--- config.mk ---
export PLATFORM = sky130hd
export DESIGN_NAME = fetch_frontend
export DESIGN_NICKNAME = d
export VERILOG_FILES = /design/src/rtl/fetch_pkg.sv /design/src/rtl/fetch_frontend.sv /design/src/rtl/fetch_ctrl.sv /design/src/rtl/insn_queue.sv /design/src/rtl/branch_predictor.sv
export SDC_FILE = /design/constraint.sdc
export NUM_CORES = 2
export LEC_CHECK = 0
export ABC_AREA = 1
export BUFFER_PORTS_ARGS = -buffer_cell sky130_fd_sc_hd__buf_4
export CORE_UTILIZATION = 35
export CTS_CLUSTER_SIZE = 20
export DETAILED_ROUTE_END_ITERATION = 16
export GPL_ROUTABILITY_DRIVEN = 0
export RECOVER_POWER = 100
export SLEW_MARGIN = 10
export SYNTH_ARGS = -nofsm -noshare
export SYNTH_HDL_FRONTEND = slang
export SYNTH_SLANG_ARGS = --single-unit
--- constraint.sdc ---
create_clock -name clk -period 33.8 [get_ports clk]
set_input_delay 10.14 -clock clk [delete_from_list [all_inputs] [get_ports clk]]
set_output_delay 10.14 -clock clk [all_outputs]
set_load 0.02 [all_outputs]
--- src/rtl/fetch_pkg.sv ---
/*
   Fetch front end package
   Widths, BTB and queue geometry, the reset vector and the shared PC types
*/
package fetch_pkg;

   localparam int PC_W        = 32;
   localparam int INSN_W      = 32;
   localparam int FETCH_SLOTS = 2;
   localparam int WIN_W       = FETCH_SLOTS * INSN_W;

   // Byte offset bits inside one fetch window
   localparam int WIN_OFS_W   = 3;

   localparam int BTB_ENTRIES = 16;
   localparam int BTB_IDX_W   = 4;
   localparam int BTB_TAG_W   = 26;

   localparam int IQ_DEPTH    = 8;
   localparam int IQ_PTR_W    = 3;

   localparam logic [PC_W-1:0] RESET_PC = 32'h0000_1000;

   // Number of instructions moved in one push or pop, 0..2
   typedef logic [1:0] slot_cnt_t;

   // Raw view for arithmetic, field view for window, slot and byte offset
   typedef union packed
   {
      logic [PC_W-1:0] raw;
      struct packed
      {
         logic [PC_W-WIN_OFS_W-1:0] win;
         logic                      slot;
         logic [1:0]                ofs;
      } f;
   } pc_t;

endpackage
--- src/rtl/fetch_frontend.sv ---
/*
   Instruction fetch front end
   Ties the fetch controller, the BTB predictor and the instruction queue together
*/
`timescale 1ns/1ns

module fetch_frontend
(
   input  logic                                                      clk,
   input  logic                                                      rst_n,
   input  logic                                                      flush,
   input  fetch_pkg::pc_t                                            flush_pc,
   // Instruction memory
   output logic                                                      imem_req_valid,
   input  logic                                                      imem_req_ready,
   output logic [fetch_pkg::PC_W-1:0]                                imem_req_addr,
   input  logic                                                      imem_rsp_valid,
   input  logic [fetch_pkg::WIN_W-1:0]                               imem_rsp_data,
   // BTB update from execute
   input  logic                                                      btb_upd_valid,
   input  fetch_pkg::pc_t                                            btb_upd_pc,
   input  fetch_pkg::pc_t                                            btb_upd_target,
   input  logic                                                      btb_upd_taken,
   // Decode
   output logic [fetch_pkg::FETCH_SLOTS-1:0]                         id_valid,
   output fetch_pkg::pc_t [fetch_pkg::FETCH_SLOTS-1:0]               id_pc,
   output logic [fetch_pkg::FETCH_SLOTS-1:0][fetch_pkg::INSN_W-1:0]  id_ins,
   output logic [fetch_pkg::FETCH_SLOTS-1:0]                         id_pred_taken,
   input  fetch_pkg::slot_cnt_t                                      id_pop_cnt
);
   import fetch_pkg::*;

   logic                                lookup_en;
   pc_t                                 lookup_pc;
   logic [FETCH_SLOTS-1:0]              pred_hit;
   pc_t [FETCH_SLOTS-1:0]               pred_target;
   logic [IQ_PTR_W:0]                   free_cnt;
   slot_cnt_t                           push_cnt;
   pc_t [FETCH_SLOTS-1:0]               push_pc;
   logic [FETCH_SLOTS-1:0][INSN_W-1:0]  push_ins;
   logic [FETCH_SLOTS-1:0]              push_taken;

   fetch_ctrl u_ctrl
   (
      .clk               (clk),
      .rst_n             (rst_n),
      .flush             (flush),
      .flush_pc          (flush_pc),
      .imem_req_ready    (imem_req_ready),
      .imem_req_valid    (imem_req_valid),
      .imem_req_addr     (imem_req_addr),
      .imem_rsp_valid    (imem_rsp_valid),
      .imem_rsp_data     (imem_rsp_data),
      .lookup_en         (lookup_en),
      .lookup_pc         (lookup_pc),
      .pred_hit          (pred_hit),
      .pred_target       (pred_target),
      .free_cnt          (free_cnt),
      .push_cnt          (push_cnt),
      .push_pc           (push_pc),
      .push_ins          (push_ins),
      .push_taken        (push_taken)
   );

   branch_predictor u_bpu
   (
      .clk               (clk),
      .rst_n             (rst_n),
      .lookup_en         (lookup_en),
      .lookup_pc         (lookup_pc),
      .btb_upd_valid     (btb_upd_valid),
      .btb_upd_pc        (btb_upd_pc),
      .btb_upd_target    (btb_upd_target),
      .btb_upd_taken     (btb_upd_taken),
      .pred_hit          (pred_hit),
      .pred_target       (pred_target)
   );

   insn_queue u_iq
   (
      .clk               (clk),
      .rst_n             (rst_n),
      .flush             (flush),
      .push_cnt          (push_cnt),
      .push_pc           (push_pc),
      .push_ins          (push_ins),
      .push_taken        (push_taken),
      .id_pop_cnt        (id_pop_cnt),
      .free_cnt          (free_cnt),
      .id_valid          (id_valid),
      .id_pc             (id_pc),
      .id_ins            (id_ins),
      .id_pred_taken     (id_pred_taken)
   );

endmodule

--- src/rtl/fetch_ctrl.sv ---
/*
   Fetch controller
   Holds the PC, issues one window request at a time, masks and packs the
   returned slots into the queue and drops responses that predate a flush
*/
`timescale 1ns/1ns

module fetch_ctrl
(
   input  logic                                                      clk,
   input  logic                                                      rst_n,
   input  logic                                                      flush,
   input  fetch_pkg::pc_t                                            flush_pc,
   input  logic                                                      imem_req_ready,
   output logic                                                      imem_req_valid,
   output logic [fetch_pkg::PC_W-1:0]                                imem_req_addr,
   input  logic                                                      imem_rsp_valid,
   input  logic [fetch_pkg::WIN_W-1:0]                               imem_rsp_data,
   output logic                                                      lookup_en,
   output fetch_pkg::pc_t                                            lookup_pc,
   input  logic [fetch_pkg::FETCH_SLOTS-1:0]                         pred_hit,
   input  fetch_pkg::pc_t [fetch_pkg::FETCH_SLOTS-1:0]               pred_target,
   input  logic [fetch_pkg::IQ_PTR_W:0]                              free_cnt,
   output fetch_pkg::slot_cnt_t                                      push_cnt,
   output fetch_pkg::pc_t [fetch_pkg::FETCH_SLOTS-1:0]               push_pc,
   output logic [fetch_pkg::FETCH_SLOTS-1:0][fetch_pkg::INSN_W-1:0]  push_ins,
   output logic [fetch_pkg::FETCH_SLOTS-1:0]                         push_taken
);
   import fetch_pkg::*;

   pc_t                    pc_q;
   pc_t                    pc_nxt;
   pc_t                    req_pc_q;      // fetch address incl. entry slot
   logic                   req_valid_q;
   logic                   outstanding_q;
   logic                   discard_q;
   pc_t                    win_base;
   pc_t [FETCH_SLOTS-1:0]  slot_pc;
   logic                   req_fire;
   logic                   rsp_fire;
   logic                   rsp_take;
   logic                   space_ok;
   logic                   raise;
   logic                   taken_seen;
   pc_t                    taken_tgt;

   assign req_fire = imem_req_valid & imem_req_ready;
   assign rsp_fire = outstanding_q & imem_rsp_valid;
   // Stale responses and those landing on a flush never reach the queue
   assign rsp_take = rsp_fire & ~discard_q & ~flush;

   assign win_base.raw = {req_pc_q.raw[PC_W-1:WIN_OFS_W], {WIN_OFS_W{1'b0}}};

   assign imem_req_valid = req_valid_q;
   assign imem_req_addr  = win_base.raw;

   // BTB is read for the window as it goes out
   assign lookup_en = req_fire;
   assign lookup_pc = win_base;

   always_comb
   begin
      for (int i = 0; i < FETCH_SLOTS; i++)
         slot_pc[i].raw = win_base.raw + PC_W'(i * (INSN_W / 8));
   end

   // Slot mask and packing with entry 0 as the first valid slot
   always_comb
   begin
      slot_cnt_t n;
      n          = '0;
      push_pc    = '0;
      push_ins   = '0;
      push_taken = '0;
      taken_seen = 1'b0;
      taken_tgt  = '0;
      for (int i = 0; i < FETCH_SLOTS; i++)
      begin
         // Skip slots before the entry point and anything after a taken branch
         if (i >= int'(req_pc_q.f.slot) && !taken_seen)
         begin
            push_pc[n[0]]    = slot_pc[i];
            push_ins[n[0]]   = imem_rsp_data[i*INSN_W +: INSN_W];
            push_taken[n[0]] = pred_hit[i];
            if (pred_hit[i])
            begin
               taken_seen = 1'b1;
               taken_tgt  = pred_target[i];
            end
            n = n + 1'b1;
         end
      end
      push_cnt = rsp_take ? n : '0;
   end

   always_comb
   begin
      if (flush)
         pc_nxt = flush_pc;
      else if (rsp_take && taken_seen)
         pc_nxt = taken_tgt;
      else if (rsp_take)
         pc_nxt.raw = win_base.raw + PC_W'(FETCH_SLOTS * (INSN_W / 8));
      else
         pc_nxt = pc_q;
   end

   // Room for a full window once the push now landing is counted
   assign space_ok = flush |
                     (free_cnt >= (IQ_PTR_W+1)'(FETCH_SLOTS) + (IQ_PTR_W+1)'(push_cnt));

   // New request once idle, or right after the previous response
   assign raise = (rsp_fire | (~req_valid_q & ~outstanding_q)) & space_ok;

   always_ff @(posedge clk)
   begin
      if (!rst_n)
      begin
         pc_q.raw      <= RESET_PC;
         req_valid_q   <= 1'b0;
         outstanding_q <= 1'b0;
         discard_q     <= 1'b0;
      end
      else
      begin
         pc_q <= pc_nxt;

         if (raise)
            req_valid_q <= 1'b1;
         else if (req_fire)
            req_valid_q <= 1'b0;

         if (req_fire)
            outstanding_q <= 1'b1;
         else if (rsp_fire)
            outstanding_q <= 1'b0;

         // Whatever is still waiting or in flight belongs to the old stream
         if (flush)
            discard_q <= req_valid_q | (outstanding_q & ~imem_rsp_valid);
         else if (rsp_fire)
            discard_q <= 1'b0;
      end
   end

   always_ff @(posedge clk)
   begin
      if (raise)
         req_pc_q <= pc_nxt;
   end

   // Waiting request keeps its address, even across a flush
   assert property (@(posedge clk) disable iff (!rst_n)
      imem_req_valid && !imem_req_ready |=> imem_req_valid && $stable(imem_req_addr));

endmodule

--- src/rtl/insn_queue.sv ---
/*
   Instruction queue
   Circular buffer between fetch and decode, up to two pushes and two pops
   per cycle; flush empties it
*/
`timescale 1ns/1ns

module insn_queue
(
   input  logic                                                      clk,
   input  logic                                                      rst_n,
   input  logic                                                      flush,
   input  fetch_pkg::slot_cnt_t                                      push_cnt,
   input  fetch_pkg::pc_t [fetch_pkg::FETCH_SLOTS-1:0]               push_pc,
   input  logic [fetch_pkg::FETCH_SLOTS-1:0][fetch_pkg::INSN_W-1:0]  push_ins,
   input  logic [fetch_pkg::FETCH_SLOTS-1:0]                         push_taken,
   input  fetch_pkg::slot_cnt_t                                      id_pop_cnt,
   output logic [fetch_pkg::IQ_PTR_W:0]                              free_cnt,
   output logic [fetch_pkg::FETCH_SLOTS-1:0]                         id_valid,
   output fetch_pkg::pc_t [fetch_pkg::FETCH_SLOTS-1:0]               id_pc,
   output logic [fetch_pkg::FETCH_SLOTS-1:0][fetch_pkg::INSN_W-1:0]  id_ins,
   output logic [fetch_pkg::FETCH_SLOTS-1:0]                         id_pred_taken
);
   import fetch_pkg::*;

   pc_t                 pc_mem    [IQ_DEPTH];
   logic [INSN_W-1:0]   ins_mem   [IQ_DEPTH];
   logic                taken_mem [IQ_DEPTH];
   logic [IQ_PTR_W-1:0] head;
   logic [IQ_PTR_W-1:0] tail;
   logic [IQ_PTR_W:0]   count;

   assign free_cnt = (IQ_PTR_W+1)'(IQ_DEPTH) - count;

   // Storage pointers wrap at the power-of-two depth
   always_ff @(posedge clk)
   begin
      for (int i = 0; i < FETCH_SLOTS; i++)
      begin
         if (slot_cnt_t'(i) < push_cnt)
         begin
            pc_mem[tail + IQ_PTR_W'(i)]    <= push_pc[i];
            ins_mem[tail + IQ_PTR_W'(i)]   <= push_ins[i];
            taken_mem[tail + IQ_PTR_W'(i)] <= push_taken[i];
         end
      end
   end

   always_ff @(posedge clk)
   begin
      if (!rst_n)
      begin
         head  <= '0;
         tail  <= '0;
         count <= '0;
      end
      else if (flush)
      begin
         head  <= '0;
         tail  <= '0;
         count <= '0;
      end
      else
      begin
         head  <= head + IQ_PTR_W'(id_pop_cnt);
         tail  <= tail + IQ_PTR_W'(push_cnt);
         count <= count + (IQ_PTR_W+1)'(push_cnt) - (IQ_PTR_W+1)'(id_pop_cnt);
      end
   end

   // Two oldest entries go to decode
   always_comb
   begin
      for (int i = 0; i < FETCH_SLOTS; i++)
      begin
         id_valid[i]      = count > (IQ_PTR_W+1)'(i);
         id_pc[i]         = pc_mem[head + IQ_PTR_W'(i)];
         id_ins[i]        = ins_mem[head + IQ_PTR_W'(i)];
         id_pred_taken[i] = taken_mem[head + IQ_PTR_W'(i)];
      end
   end

   // Fetch sizes its requests so a push always fits
   assert property (@(posedge clk) disable iff (!rst_n)
      (IQ_PTR_W+1)'(push_cnt) <= free_cnt);

   // Decode pops only what it was shown
   assert property (@(posedge clk) disable iff (!rst_n)
      (IQ_PTR_W+1)'(id_pop_cnt) <= count);

endmodule

--- src/rtl/branch_predictor.sv ---
/*
   Branch predictor
   Direct-mapped, tagged BTB; a hit means taken. Two registered lookups
   per window, one update port from execute
*/
`timescale 1ns/1ns

module branch_predictor
(
   input  logic                                         clk,
   input  logic                                         rst_n,
   input  logic                                         lookup_en,
   input  fetch_pkg::pc_t                               lookup_pc,
   input  logic                                         btb_upd_valid,
   input  fetch_pkg::pc_t                               btb_upd_pc,
   input  fetch_pkg::pc_t                               btb_upd_target,
   input  logic                                         btb_upd_taken,
   output logic [fetch_pkg::FETCH_SLOTS-1:0]            pred_hit,
   output fetch_pkg::pc_t [fetch_pkg::FETCH_SLOTS-1:0]  pred_target
);
   import fetch_pkg::*;

   logic [BTB_ENTRIES-1:0]                  btb_valid;
   logic [BTB_TAG_W-1:0]                    btb_tag [BTB_ENTRIES];
   pc_t                                     btb_tgt [BTB_ENTRIES];
   pc_t [FETCH_SLOTS-1:0]                   rd_pc;
   logic [FETCH_SLOTS-1:0][BTB_IDX_W-1:0]   rd_idx;
   logic [BTB_IDX_W-1:0]                    wr_idx;

   // Address bits 5..2
   function automatic logic [BTB_IDX_W-1:0] btb_index(input pc_t pc);
      return {pc.f.win[BTB_IDX_W-2:0], pc.f.slot};
   endfunction

   // Address bits 31..6
   function automatic logic [BTB_TAG_W-1:0] btb_tag_of(input pc_t pc);
      return pc.f.win[PC_W-WIN_OFS_W-1 -: BTB_TAG_W];
   endfunction

   always_comb
   begin
      for (int i = 0; i < FETCH_SLOTS; i++)
      begin
         rd_pc[i].raw = lookup_pc.raw + PC_W'(i * (INSN_W / 8));
         rd_idx[i]    = btb_index(rd_pc[i]);
      end
   end

   assign wr_idx = btb_index(btb_upd_pc);

   // Not-taken update invalidates the entry
   always_ff @(posedge clk)
   begin
      if (!rst_n)
         btb_valid <= '0;
      else if (btb_upd_valid)
         btb_valid[wr_idx] <= btb_upd_taken;
   end

   always_ff @(posedge clk)
   begin
      if (btb_upd_valid && btb_upd_taken)
      begin
         btb_tag[wr_idx] <= btb_tag_of(btb_upd_pc);
         btb_tgt[wr_idx] <= btb_upd_target;
      end
   end

   // Results hold until the next lookup and see old contents on a same-cycle write
   always_ff @(posedge clk)
   begin
      if (!rst_n)
         pred_hit <= '0;
      else if (lookup_en)
         for (int i = 0; i < FETCH_SLOTS; i++)
            pred_hit[i] <= btb_valid[rd_idx[i]] &&
                           (btb_tag[rd_idx[i]] == btb_tag_of(rd_pc[i]));
   end

   always_ff @(posedge clk)
   begin
      if (lookup_en)
         for (int i = 0; i < FETCH_SLOTS; i++)
            pred_target[i] <= btb_tgt[rd_idx[i]];
   end

   // Execute only reports instruction addresses
   assert property (@(posedge clk) disable iff (!rst_n)
      btb_upd_valid |-> btb_upd_pc.f.ofs == 2'b00);

endmodule

==> metrics <==
# rows ~170; mapped cell area 72600 um^2; Iter 0 DRT Violations ~6000; Slew @ Worst Pin 7580 ps; minimum clock period approximately 21000 ps; TritonCTS sink count approximately 1600; Yosys warnings 0; P per Cell Area 60.4 nW/um^2; CTS Buf Count around 170; commonest non-fill, non-tap cell in the layout edfxtp_1; Primary FF master, synth edfxtp_1; clk_skew just under 30 ps; max_cap viols about 70; post-synthesis async set-or-reset flop share 0%; Worst Path Max Fanout around 140; met1 wire length about 92 mm; failing checks max-capacitance violations, max-slew violations; CP Capture Type output port; grt total ovfl 0; Placeable Area between 200000 and 250000 um^2; Setup crit start kind register; Post-CTS Setup Bufs 0; crit-path leading delay family buffers and inverters; Slew headroom -405%; pre-CTS setup slack 19190 ps; NetSw around 0.0014 W; pin count of the biggest net entering global routing ~230; status finished with violations; Critical Path Max Stage Delay 3710 ps; most frequent cells in the layout 1490 x edfxtp_1, 1241 x nand2_1, 1120 x o21ai_0; Ports around 330; die height 458 um; EDFF count, synth roughly 1500; routed len/inst ~23 um; clock share of power 36.8%; Initial Util 35.4%; H-tree depth 4; root buffer cell clkbuf_16; Die Wd ~460 um; Unique masters post-synth between 40 and 50; Final Hold Vio Count 0; Top Layer Used met5; die footprint roughly 210000 um^2; Cell Int Power approximately 0.0034 W; FF+latch count, synth 1554; Multi-input gate area 20800 um^2; via count 54100; Final ANT Viol Nets 0; Buffers on Ports 320; Remaining DRCs 0; Avg Synthesized Cell Area a little under 10 um^2; worst hold slack approximately 470 ps; CP cell instances clkinvlp_2 -> clkbuf_1 -> a21oi_1 -> o21ai_0 -> o21ai_0 -> nor2_1 -> a31oi_1 -> clkbuf_1; post-DR vias/cell roughly 5.3; Skew-Pair Late Insertion Delay 810 ps; length of routed met3 wiring between 15 and 20 mm; FF/Latch Area roughly 46000 um^2; Filler cells slightly below 20000; crit path DAT about 11000 ps; endpoints failing setup 0; clk slew on worst S/H paths 60 ps; Post-DP HPWL roughly 130 mm; CTS Buffer Depth 3; layout cells sized above 1 roughly 5.7%; initial antenna violation count 34; logic gate share of total power 17.7%; fmax between 0.04 and 0.05 GHz; fin crit share 61.7%; sequential share of power between 40% and 50%; post-synth top area share approximately three fifths; number of global-route vias before repair about 50000; Hold WC Path Type register to register; first-pass detailed-route iteration total 8; Leak Pwr around 29 nW; Cells after Synth ~7500; gr usage total 21.5%; setup TNS 0 ps; RSZ-0062 raised after global routing no; max-slew violations about 3400; worst vdd ir between 0.05 and 0.06 mV; CTS tree done; hold buffer count at CTS 0; sequential share of the synthesized area a little under two thirds; routed wl met2 around 110 mm; Synth area leaders edfxtp_1 62%, o21ai_0 7.7%, nand2_1 6.4%; critical path's slowest cell clkinvlp_2; Synth area leader edfxtp_1; first-pass GRT wire length between 300 and 400 mm; DRT Wirelength between 200 and 250 mm; Req. time, crit path 23660 ps; critical path type register to output port; switching share of power just under 30%; area growth from synthesis to layout 10.8%; fin worst setup slack 12940 ps; Final #Nets 7573; post-CTS sizing 0; Crit path buffers/inverters 3
metrics by stage:
stage	util, %	area, um^2	std cells	power, W
after floorplan	-	72700	7537	0.00282
after global placement	37.2	76400	9902	0.00311
after detailed placement	37.2	76400	9902	0.00312
after CTS	39.8	81700	10200	0.00490
after global routing	39.2	80500	10200	0.00504
final	39.2	80500	10200	0.00486
worst reg2reg max path, stage by stage (launching register included):
cell        delay [ps]
edfxtp_1           320
clkbuf_1          5100
clkinvlp_2        7430
clkbuf_1          1480
clkbuf_1          1730
clkbuf_1          1520
nand2_1            370
nand3_1            100
nand2_1            110
nand2_1            110
nand3_1            280
nand2_1            100
nor2_1             160
nand2_1             80
nor2_1              80
nand2_1             50
nor2_1             140
nor2_1              60
nor2_1              80
registers in the layout (all words and copies together) (netlist names), named ones only:
name,cells
u_ctrl.outstanding_q,1
u_bpu.btb_tag,416
u_bpu.btb_valid,16
u_iq.count,4
u_iq.head,3
u_ctrl.discard_q,1
u_bpu.pred_hit,2
u_iq.tail,3
u_iq.pc_mem,240
u_ctrl.req_pc_q,30
u_bpu.btb_tgt,480
u_ctrl.imem_req_valid,1
u_bpu.pred_target,60
u_iq.ins_mem,256
u_iq.taken_mem,8
u_ctrl.pc_q,30
synthesized netlist by cell type, drive strengths merged (3+ instances only):
master  instances
a21oi         384
a31oi         187
and2           12
buf           260
clkbuf        503
clkinv          4
dfxtp          64
edfxtp       1490
fa              3
ha             16
inv           714
nand2        1243
nand3         328
nand4           5
nor2          961
nor3           27
o211ai         69
o21ai        1128
o21bai         16
o221ai          3
o22ai          61
o31ai           5
or2             7
xor2           24
kinds of logic after synthesis:
family | after synthesis | synth area share (%)
compound gates | 1862 | 13.6
xor+xnor | 25 | 0.301
fa+ha+maj | 19 | 0.358
buf+inv | 1481 | 8.18
flops | 1554 | 63.4
other cells | 1 | 0.00516
simple gates | 2589 | 14.2
final cells by class:
cell class	count	area share (%)
Multi-Input combinational cell	4502	25.9
Tap cell	2688	4.18
Clock buffer	215	5.61
Timing Repair Buffer	440	2.76
Antenna cell	9	0.0280
Clock inverter	88	0.976
Inverter	718	3.39
Sequential cell	1554	57.2
power groups by stage:
stage / registers (W) / logic [W] / clock network, W
6_report: 0.00221 / 0.000859 / 0.00179
5_1_grt: 0.00221 / 0.000938 / 0.00189
4_1_cts: 0.00221 / 0.000875 / 0.00182
3_5_place_dp: 0.00225 / 0.000872 / 0
3_3_place_gp: 0.00225 / 0.000860 / 0
2_1_floorplan: 0.00224 / 0.000585 / 0
per-layer routing:
layer | vias to the layer above | track usage (%)
met1 | 26100 | 26.8
met4 | 18 | 10.8
met2 | 2397 | 36.3
li1 | 25200 | -
met3 | 501 | 3.09
met5 | - | 0
final timing paths:
check | startpoint | endpoint | slack, ps | cells past startpoint
min reg2reg | u_bpu.btb_valid[3] | u_bpu.btb_valid[3] | 470 | 2
max | u_iq.head[0] | id_pc[39] | 12940 | 8
min | u_bpu.btb_valid[3] | u_bpu.btb_valid[3] | 470 | 2
max reg2reg | u_ctrl.req_pc_q[3] | u_bpu.pred_hit[1] | 14440 | 18
No activity file was read; power rests on OpenSTA's default activity.
